`src/chan_pkg.sv`:
```
package chan_pkg;

    // frame geometry.
    localparam int NUM_BLOCKS = 40;
    localparam int POS_W      = $clog2(NUM_BLOCKS);

    // block index inside a frame.
    typedef logic [POS_W-1:0] pos_t;

endpackage

```
`src/sym_pkg.sv`:
```
package sym_pkg;

    localparam int B_LEN   = 2;  // lanes per block.
    localparam int B_WIDTH = 8;  // soft sample width.
    localparam int H_DEPTH = 6;  // estimator latency in cycles.
    localparam int LANE_W  = $clog2(B_LEN);

    typedef logic [LANE_W-1:0] lane_t;

    typedef logic signed [B_WIDTH-1:0] sample_t;
    typedef sample_t [B_LEN-1:0] sample_block_t;

    // decided symbol, -2, 0 or +2.
    typedef logic signed [2:0] sym_t;
    typedef sym_t [B_LEN-1:0] sym_block_t;

    localparam sym_t SYM_FIRST = 3'sd2;  // first block of a frame.

endpackage

```
`src/block_framer.sv`:
```
`timescale 1ns/1ps

module block_framer (
    input  logic                   clk,
    input  logic                   rst_n,
    input  logic                   sample_valid,
    input  sym_pkg::sample_t       sample,
    input  logic                   frame_start,
    output sym_pkg::sample_block_t rse_vals,
    output logic                   run,
    output logic                   initialize,
    output logic                   frame_end,
    output chan_pkg::pos_t         frame_position
);
    import chan_pkg::*;
    import sym_pkg::*;

    sample_block_t lane_buf;
    sample_block_t blk_next;
    lane_t         lane_cnt;
    lane_t         cur_lane;
    pos_t          blk_cnt;
    pos_t          cur_blk;
    logic          in_frame;
    logic          accept;
    logic          blk_done;
    logic          last_blk;

    // frame_start restarts lane and block count on the same strobe.
    assign accept   = sample_valid && (in_frame || frame_start);
    assign cur_lane = frame_start ? '0 : lane_cnt;
    assign cur_blk  = frame_start ? '0 : blk_cnt;
    assign blk_done = accept && (cur_lane == lane_t'(B_LEN - 1));
    assign last_blk = (cur_blk == pos_t'(NUM_BLOCKS - 1));

    always_comb begin
        blk_next           = lane_buf;
        blk_next[cur_lane] = sample;
    end

    always_ff @(posedge clk or negedge rst_n) begin
        if (!rst_n) begin
            in_frame       <= 1'b0;
            lane_cnt       <= '0;
            blk_cnt        <= '0;
            run            <= 1'b0;
            initialize     <= 1'b0;
            frame_end      <= 1'b0;
            frame_position <= '0;
        end else begin
            run        <= blk_done && (cur_blk != '0);
            initialize <= blk_done && (cur_blk == '0);
            if (frame_start) begin
                in_frame <= 1'b1;
                lane_cnt <= '0;
                blk_cnt  <= '0;
            end
            if (accept) begin
                if (blk_done) begin
                    lane_cnt       <= '0;
                    blk_cnt        <= cur_blk + 1'b1;
                    frame_end      <= last_blk;  // held until the next block.
                    frame_position <= cur_blk;
                    if (last_blk) begin
                        in_frame <= 1'b0;  // drop samples until next start.
                    end
                end else begin
                    lane_cnt <= cur_lane + 1'b1;
                end
            end
        end
    end

    always_ff @(posedge clk) begin
        if (accept) begin
            lane_buf <= blk_next;
        end
        if (blk_done) begin
            rse_vals <= blk_next;
        end
    end

endmodule

```
`src/delay_line.sv`:
```
`timescale 1ns/1ps

module delay_line #(
    parameter type payload_t = logic,
    parameter int  DEPTH     = 1
) (
    input  logic     clk,
    input  logic     rst_n,
    input  payload_t d,
    output payload_t q
);

    payload_t stage [DEPTH];

    always_ff @(posedge clk or negedge rst_n) begin
        if (!rst_n) begin
            for (int i = 0; i < DEPTH; i++) begin
                stage[i] <= '0;
            end
        end else begin
            stage[0] <= d;
            // shift toward the output.
            for (int i = 1; i < DEPTH; i++) begin
                stage[i] <= stage[i-1];
            end
        end
    end

    assign q = stage[DEPTH-1];

endmodule

```
`src/seq_est_top.sv`:
```
`timescale 1ns/1ps

module seq_est_top (
    input  logic                                  clk,
    input  logic                                  rst_n,
    input  logic                                  sample_valid,
    input  sym_pkg::sample_t                      sample,
    input  logic                                  frame_start,
    output logic                                  sym_valid,
    output logic [$bits(sym_pkg::sym_block_t)-1:0] sym_word,
    output chan_pkg::pos_t                        sym_position,
    output logic                                  frame_done,
    output logic [chan_pkg::POS_W:0]              frame_blocks
);
    import chan_pkg::*;
    import sym_pkg::*;

    sample_block_t rse_vals;
    logic          run;
    logic          initialize;
    logic          frame_end;
    pos_t          frame_position;

    sym_block_t    final_symbols;
    logic          delayed_run;
    logic          delayed_initialize;
    logic          delayed_frame_end;
    pos_t          delayed_frame_position;

    block_framer u_framer (
        .clk            (clk),
        .rst_n          (rst_n),
        .sample_valid   (sample_valid),
        .sample         (sample),
        .frame_start    (frame_start),
        .rse_vals       (rse_vals),
        .run            (run),
        .initialize     (initialize),
        .frame_end      (frame_end),
        .frame_position (frame_position)
    );

    symbol_estimator_stub u_est (
        .clk                    (clk),
        .rst_n                  (rst_n),
        .rse_vals               (rse_vals),
        .run                    (run),
        .initialize             (initialize),
        .frame_end              (frame_end),
        .frame_position         (frame_position),
        .final_symbols          (final_symbols),
        .delayed_run            (delayed_run),
        .delayed_initialize     (delayed_initialize),
        .delayed_frame_end      (delayed_frame_end),
        .delayed_frame_position (delayed_frame_position)
    );

    symbol_collector u_coll (
        .clk                    (clk),
        .rst_n                  (rst_n),
        .final_symbols          (final_symbols),
        .delayed_run            (delayed_run),
        .delayed_initialize     (delayed_initialize),
        .delayed_frame_end      (delayed_frame_end),
        .delayed_frame_position (delayed_frame_position),
        .sym_valid              (sym_valid),
        .sym_word               (sym_word),
        .sym_position           (sym_position),
        .frame_done             (frame_done),
        .frame_blocks           (frame_blocks)
    );

endmodule

```
`src/symbol_collector.sv`:
```
`timescale 1ns/1ps

module symbol_collector (
    input  logic                                  clk,
    input  logic                                  rst_n,
    input  sym_pkg::sym_block_t                   final_symbols,
    input  logic                                  delayed_run,
    input  logic                                  delayed_initialize,
    input  logic                                  delayed_frame_end,
    input  chan_pkg::pos_t                        delayed_frame_position,
    output logic                                  sym_valid,
    output logic [$bits(sym_pkg::sym_block_t)-1:0] sym_word,
    output chan_pkg::pos_t                        sym_position,
    output logic                                  frame_done,
    output logic [chan_pkg::POS_W:0]              frame_blocks
);
    import chan_pkg::*;

    logic [POS_W:0] blk_cnt;
    logic [POS_W:0] cnt_next;
    logic           fe_hit;

    // delayed_frame_end stages reset high.
    assign fe_hit = delayed_run && delayed_frame_end;

    always_comb begin
        if (delayed_initialize) begin
            cnt_next = (POS_W + 1)'(1);
        end else begin
            cnt_next = blk_cnt + 1'b1;
        end
    end

    always_ff @(posedge clk or negedge rst_n) begin
        if (!rst_n) begin
            sym_valid  <= 1'b0;
            frame_done <= 1'b0;
            blk_cnt    <= '0;
        end else begin
            sym_valid  <= delayed_run;
            frame_done <= fe_hit;
            if (delayed_run) begin
                blk_cnt <= cnt_next;
            end
        end
    end

    always_ff @(posedge clk) begin
        if (delayed_run) begin
            sym_word     <= final_symbols;  // lane 0 lands in the low bits.
            sym_position <= delayed_frame_position;
        end
        if (fe_hit) begin
            frame_blocks <= cnt_next;
        end
    end

endmodule

```
`src/symbol_estimator_stub.sv`:
```
`timescale 1ns/1ps

module symbol_estimator_stub (
    input  logic                   clk,
    input  logic                   rst_n,
    input  sym_pkg::sample_block_t rse_vals,
    input  logic                   run,
    input  logic                   initialize,
    input  logic                   frame_end,
    input  chan_pkg::pos_t         frame_position,
    output sym_pkg::sym_block_t    final_symbols,
    output logic                   delayed_run,
    output logic                   delayed_initialize,
    output logic                   delayed_frame_end,
    output chan_pkg::pos_t         delayed_frame_position
);
    import chan_pkg::*;
    import sym_pkg::*;

    // rse_vals is kept on the port for a real trellis core, values are ignored here.

    sym_block_t         decision;
    sym_block_t         sym_dly;
    logic [H_DEPTH-1:0] run_sr;
    logic [H_DEPTH-1:0] init_sr;
    logic [H_DEPTH-1:0] fe_sr;

    always_ff @(posedge clk or negedge rst_n) begin
        if (!rst_n) begin
            for (int i = 0; i < B_LEN; i++) begin
                decision[i] <= SYM_FIRST;
            end
            run_sr  <= '0;
            init_sr <= '0;
            fe_sr   <= '1;  // frame_end stages come up high.
        end else begin
            if (initialize) begin
                for (int i = 0; i < B_LEN; i++) begin
                    decision[i] <= SYM_FIRST;
                end
            end else if (run) begin
                for (int i = 0; i < B_LEN; i++) begin
                    decision[i] <= -decision[i];  // alternate sign per block.
                end
            end
            run_sr  <= {run_sr[H_DEPTH-2:0], run || initialize};
            init_sr <= {init_sr[H_DEPTH-2:0], initialize};
            fe_sr   <= {fe_sr[H_DEPTH-2:0], frame_end};
        end
    end

    // decision register is the first stage.
    delay_line #(
        .payload_t (sym_block_t),
        .DEPTH     (H_DEPTH - 1)
    ) u_sym_dly (
        .clk   (clk),
        .rst_n (rst_n),
        .d     (decision),
        .q     (sym_dly)
    );

    delay_line #(
        .payload_t (pos_t),
        .DEPTH     (H_DEPTH)
    ) u_pos_dly (
        .clk   (clk),
        .rst_n (rst_n),
        .d     (frame_position),
        .q     (delayed_frame_position)
    );

    assign delayed_run        = run_sr[H_DEPTH-1];
    assign delayed_initialize = init_sr[H_DEPTH-1];
    assign delayed_frame_end  = fe_sr[H_DEPTH-1];

    assign final_symbols = (delayed_run || delayed_initialize) ? sym_dly : '0;

endmodule

```
`config.mk`:
```
export PLATFORM = sky130hd
export DESIGN_NAME = seq_est_top
export DESIGN_NICKNAME = d
export VERILOG_FILES = /design/src/chan_pkg.sv /design/src/sym_pkg.sv /design/src/block_framer.sv /design/src/delay_line.sv /design/src/seq_est_top.sv /design/src/symbol_collector.sv /design/src/symbol_estimator_stub.sv
export SDC_FILE = /design/constraint.sdc
export NUM_CORES = 1
export LEC_CHECK = 0
export ABC_AREA = 1
export BUFFER_PORTS_ARGS = -buffer_cell sky130_fd_sc_hd__buf_2
export CORE_MARGIN = 1
export CORE_UTILIZATION = 55
export CTS_BUF_LIST = sky130_fd_sc_hd__clkbuf_8
export DETAILED_ROUTE_END_ITERATION = 12
export GPL_TIMING_DRIVEN = 0
export HOLD_SLACK_MARGIN = 0.06
export PLACE_DENSITY = 0.88
export SLEW_MARGIN = 30
export SYNTH_ARGS = -nofsm -noshare
export SYNTH_HDL_FRONTEND = slang
export SYNTH_SLANG_ARGS = --single-unit
```
`constraint.sdc`:
```
create_clock -name clk -period 1.4 [get_ports clk]
set_input_delay 0.21 -clock clk [delete_from_list [all_inputs] [get_ports clk]]
set_output_delay 0.21 -clock clk [all_outputs]
set_load 0.02 [all_outputs]
```
# After elaboration in Yosys (flattened, before gate mapping)
# Cells that the tools add are included.
# W data, S select, Z words.
[totals]
output_inout_bits = 21
wordCells = 65
register_bits = 135
in_bits = 12
[classes]
reduce_logical = 12
n_addsub = 5
mux = 13
eq_ne = 1
[ops]
columns = ["operator", "count"]
rows = [
  ["$mux W6", 5],
  ["$add A7 B1 Y7 const B", 1],
  ["$mux W1", 7],
  ["$mux W7", 1],
  ["$add A6 B1 Y6 const B", 1],
  ["$eq A6 B6 Y1 const B", 1],
  ["$logic_not A6 Y1", 1],
  ["$neg A3 Y3", 2],
  ["$reduce_bool A6 Y1", 1],
  ["$logic_and A1 B1 Y1", 5],
  ["$logic_or A1 B1 Y1", 3],
  ["$reduce_and A2 Y1", 1],
  ["$reduce_bool A2 Y1", 1],
  ["$add A1 B1 Y1 const B", 1],
]

# Longest topological paths before layout
[depth]
depth_word = 5
depth_mapped = 11

# Cells and area by module
# A second synthesis with hierarchy kept.
[hier_totals]
cells_unflattened = 390
area_unflattened_um2 = 5461.5
[modules_own_cells]
columns = ["mod", "area_per_inst_um2", "cells_each", "n_inst", "seq_area_each_um2"]
rows = [
  ["block_framer", 1984.4, 174, 1, 1386.3],
  ["symbol_collector", 1062.3, 90, 1, 795.8],
  ["delay_line at u_est.u_pos_dly", 945.9, 42, 1, 900.9],
  ["delay_line at u_est.u_sym_dly", 795.8, 36, 1, 750.7],
  ["symbol_estimator_stub", 673.1, 48, 1, 560.5],
]

# Least setup slack after synthesis
# OpenSTA, ideal clock, no wires.
[synth_path]
kind = "reg-to-reg"
startpoint = "register u_framer.in_frame"
endpoint = "register u_framer.blk_cnt[5]"
arrival_time_ps = 1225
path_stages_with_launch = 10
period_less_slack_ps = 1345
slack_ps = 55
path_cell_list = "dfrtp_1 -> nor2_4 -> nor2_4 -> ha_1 -> buf_2 -> inv_1 -> nor2_1 -> nand2_1 -> o21ai_0 -> nand2_1"
[synth_via]
elab_chain_len = 5
[synth_rtl]
columns = ["element", "line", "rtl"]
rows = [
  ["start: declaration", "block_framer.sv:24", "logic in_frame;"],
  ["start signal: assignment", "block_framer.sv:43", "in_frame <= 1'b0;"],
  ["start signal: assignment", "block_framer.sv:54", "in_frame <= 1'b1;"],
  ["start signal: assignment", "block_framer.sv:65", "in_frame <= 1'b0;"],
  ["$logic_or A1 B1 Y1 *", "block_framer.sv:30", "assign accept = sample_valid && (in_frame || frame_start);"],
  ["$logic_and A1 B1 Y1 *", "block_framer.sv:30", ""],
  ["$logic_and A1 B1 Y1", "block_framer.sv:33", "assign blk_done = accept && (cur_lane == lane_t'(B_LEN - 1));"],
  ["$mux W6", "block_framer.sv:59", "if (blk_done) begin"],
  ["$mux W6 *", "block_framer.sv:58", "if (accept) begin"],
  ["end signal: assignment", "block_framer.sv:61", "blk_cnt <= cur_blk + 1'b1;"],
  ["end: declaration", "block_framer.sv:22", "pos_t blk_cnt;"],
]
# Every way passes the cells marked *; elsewhere a longest branch is shown, timed or not.
# A chain may end at the register's enable or synchronous reset.

# Worst setup path after layout
[layout_path]
startpoint = "register u_framer.in_frame"
endpoint = "register u_framer.in_frame"
[layout_via]
elab_chain_len = 5
[layout_rtl]
columns = ["element", "line"]
rows = [
  ["$logic_or A1 B1 Y1", "block_framer.sv:30"],
  ["$logic_and A1 B1 Y1", "block_framer.sv:30"],
  ["$logic_and A1 B1 Y1", "block_framer.sv:33"],
  ["$mux W1", "block_framer.sv:59"],
  ["$mux W1 *", "block_framer.sv:58"],
]
# Marks and branches as above.

==> metrics.md <==
| Metric | Value |
|---|---|
| DP Area | 4140 µm² |
| Hold WS | 112 ps |
| Achievable frequency | 712 MHz |
| Hold path startpoint | frame_start |
| Clock skew | 13.5 ps |
| Pre-CTS setup slack | -99.9 ps |
| Die area | 7390 µm² |
| Die height | 86.0 µm |
| First-pass GRT wire length | 9280 µm |
| Antenna Violating Nets Remaining | 0 |
| Sequential share of the synthesized area | 80.6% |
| Power Density | 1650 nW/µm² |
| Status | finished, violations left |
| # IOs | 33 |
| Num Clock Sinks | 121 |
| Design Area, Final | 4730 µm² |
| Critical Path End Type | flip-flop |
| Share of cells above drive strength 1 | 29.5% |
| Multi-input logic area | 653 µm² |
| Placed instance count | 393 |
| Fin Setup TNS | -5.63 ps |
| # diodes | 0 |
| Gr usage total | 17.4% |
| Max_cap viols | 0 |
| Crit start category | flip-flop |
| Antenna violations before repair | 0 |
| Synth cell types | 28 |
| Pins Over Slew Limit | 0 |
| Final WL | 5730 µm |
| Worst setup startpoint | u_framer.in_frame |
| Worst min path class | input port to flip-flop |
| Period minus WS final | 1400 ps |
| Root Driver | clkbuf_8 |
| Die Width | 86.0 µm |
| R2r startpoint | u_framer.in_frame |
| Crit Path Max Fanout | 6 |
| GPL Wtd Cong | 0.855 |
| Fin crit share | 100% |
| H-tree depth | 4 |
| Overall power | 7.80 mW |
| GR Overflow Total | 0 |
| RSZ-0062 raised after global routing | yes |
| Core Area | 6790 µm² |
| Min setup slack post-route | -4.77 ps |
| # rows | 30 |
| Initial Util | 57.1% |
| Endpoints failing setup | 2 |
| Non-Filler Instances | 435 |
| Routed WL per cell | 13.2 µm |
| Worst path required time | 1690 ps |
| Clock-pin slew on the worst setup and hold paths | 70 ps |
| Vias per cell | 4.81 |
| Failing checks | setup timing |
| Synth Area per Inst | 14.1 µm² |
| Post-Synthesis Cell Area | 3880 µm² |
| Fin util | 69.6% |
| Crit Path Class | flip-flop to flip-flop |
| Storage cell area | 3130 µm² |
| Post-Syn Instances | 274 |
| Initial drt markers | 152 |
| VDD IR max | 0.878 mV |
| Worst path arrival time | 1700 ps |
| Dpl hpwl | 3100 µm |
| Synthesis-stage register bit count | 121 |
| Worst-Skew Late Latency | 410 ps |
| Vias | 2,093 |
| Final hold violations | 0 |
| Vias in the first global route | 2,031 |
| Port Buffers | 21 |
| Ys Warns | 0 |
| Drt drc | 0 |
| Pre-Repair DR Iteration Count | 4 |
| Pin count of the biggest net entering global routing | 74 |
| Nets | 340 |
| Number of buffers created by CTS | 17 |
| TritonCTS clock tree | yes |
| # fillers | 423 |
| P_leak | 2.33 nW |
| P&R area growth vs syn | 22.0% |
| Clk buf depth | 2 |
-- flip-flops by register name, indices dropped and copies added, names as in the netlist --
name,count
u_est.init_sr,6
u_coll.sym_valid,1
u_framer.frame_end,1
u_framer.frame_position,6
u_est.run_sr,6
u_coll.blk_cnt,7
u_est.fe_sr,6
u_coll.sym_position,6
u_framer.initialize,1
u_est.u_sym_dly.q,4
u_coll.sym_word,4
u_est.decision,4
u_est.u_sym_dly.stage,16
u_framer.blk_cnt,6
u_framer.lane_cnt,1
u_coll.frame_blocks,7
u_framer.run,1
u_est.u_pos_dly.stage,30
u_est.u_pos_dly.q,6
u_framer.in_frame,1
u_coll.frame_done,1
-- power breakdown --
group          switching [mW]  total [mW]  internal, mW
Combinational           0.277       0.422         0.145
Sequential              0.118        3.87          3.75
Clock                    1.30        3.51          2.21
-- final cells by class --
cell class              count  area share (%)
plain buffers               6            1.06
multi-input cells         123            13.8
flip-flops and latches    121            66.1
clock buffers              19            5.53
repair buffers             32            4.58
inverters                  25            2.17
clock inverters            13            4.26
well taps                  96            2.54
-- routing by layer --
layer,vias to the layer above,wire length (µm),track usage (%)
met4,0,169,10.8
met5,-,0,0
met3,20,300,6.45
met2,85,3000,27.8
met1,1018,2260,20.0
li1,970,-,-
-- worst max-delay path, stage by stage, from the launching register on --
cell	delay, ps
dfrtp_1	390
nor2_4	50
nor2_4	130
ha_2	180
buf_6	120
buf_4	110
nand4_1	140
nor2_1	120
nor2_1	50
-- layout by cell type (no fill, tap or decap) --
master and count:
nand2_2 3, nand3_4 1, ha_2 1, nand2_1 49, dlygate4sd3_1 1, buf_2 21
buf_4 11, nor3b_1 2, a21oi_2 1, edfxtp_1 17, xor2_2 1, a21oi_1 4
nor2_4 5, nand2_4 2, nor2_1 21, nand3_1 7, dfstp_2 8, bufinv_16 5
inv_1 24, buf_16 1, or2_2 3, clkinv_4 1, ha_1 1, nor2_8 1
nand4_1 5, clkbuf_8 19, o21bai_1 1, clkinvlp_4 4, inv_2 2, o21ai_1 3
dfrtp_1 94, nor2_2 2, inv_6 2, clkbuf_4 1, dfrtp_2 2, buf_6 3
conb_1 2, o21ai_0 8
-- Yosys cell counts --
master / instances / area [µm²]
nor2_8: 1 / 20.0
nand2_4: 1 / 11.3
clkinv_1: 1 / 3.75
nand3_2: 1 / 10.0
conb_1: 1 / 3.75
o21ai_1: 1 / 5.00
nand2_2: 2 / 12.5
nand3_1: 7 / 35.0
inv_1: 22 / 82.6
nand2_1: 51 / 191
nand4_1: 5 / 31.3
ha_1: 2 / 25.0
o21bai_1: 1 / 7.51
a21oi_1: 5 / 25.0
buf_2: 3 / 15.0
nor2_4: 4 / 45.0
dfstp_2: 8 / 210
nor2_1: 24 / 90.1
buf_4: 2 / 15.0
edfxtp_1: 17 / 510
dfrtp_1: 96 / 2400
nor3b_1: 2 / 15.0
or2_2: 3 / 18.8
buf_6: 1 / 11.3
clkinv_4: 1 / 8.76
o21ai_0: 10 / 50.1
xor2_2: 1 / 16.3
inv_2: 1 / 3.75
-- logic make-up after synthesis --
logic type                 Yosys count  share of synthesized area, %
DFF                                121                          80.6
and+or+nand+nor                    101                          12.4
buffers and inverters               31                          3.61
AOI/OAI and AO/OA                   17                          2.26
adders and majority gates            2                         0.645
xor gates and xnor gates             1                         0.420
other                                1                        0.0967
-- path summary, 6_finish.rpt --
kind,to,cells after the start,slack [ps]
max in group asynchronous,u_est.fe_sr[5],3,480
worst max-delay path,u_framer.in_frame,8,-5
worst min register to register,u_est.u_sym_dly.stage[13],0,340
worst min-delay path,u_framer.blk_cnt[5],3,110
worst max register to register,u_framer.in_frame,8,-5
min in group asynchronous,u_est.u_pos_dly.stage[9],2,260
-- what timing repair did --
item | in CTS | in global routing
hold endpoints to repair | 96 | 0
hold buffers | 1 | 0
buffers inserted | 0 | 9
endpoints found under the setup margin | 25 | 26
gates resized for setup | 3 | 16
cloned | 0 | 0
pin swaps | 0 | 7
No activity file was read; power rests on OpenSTA's default activity.
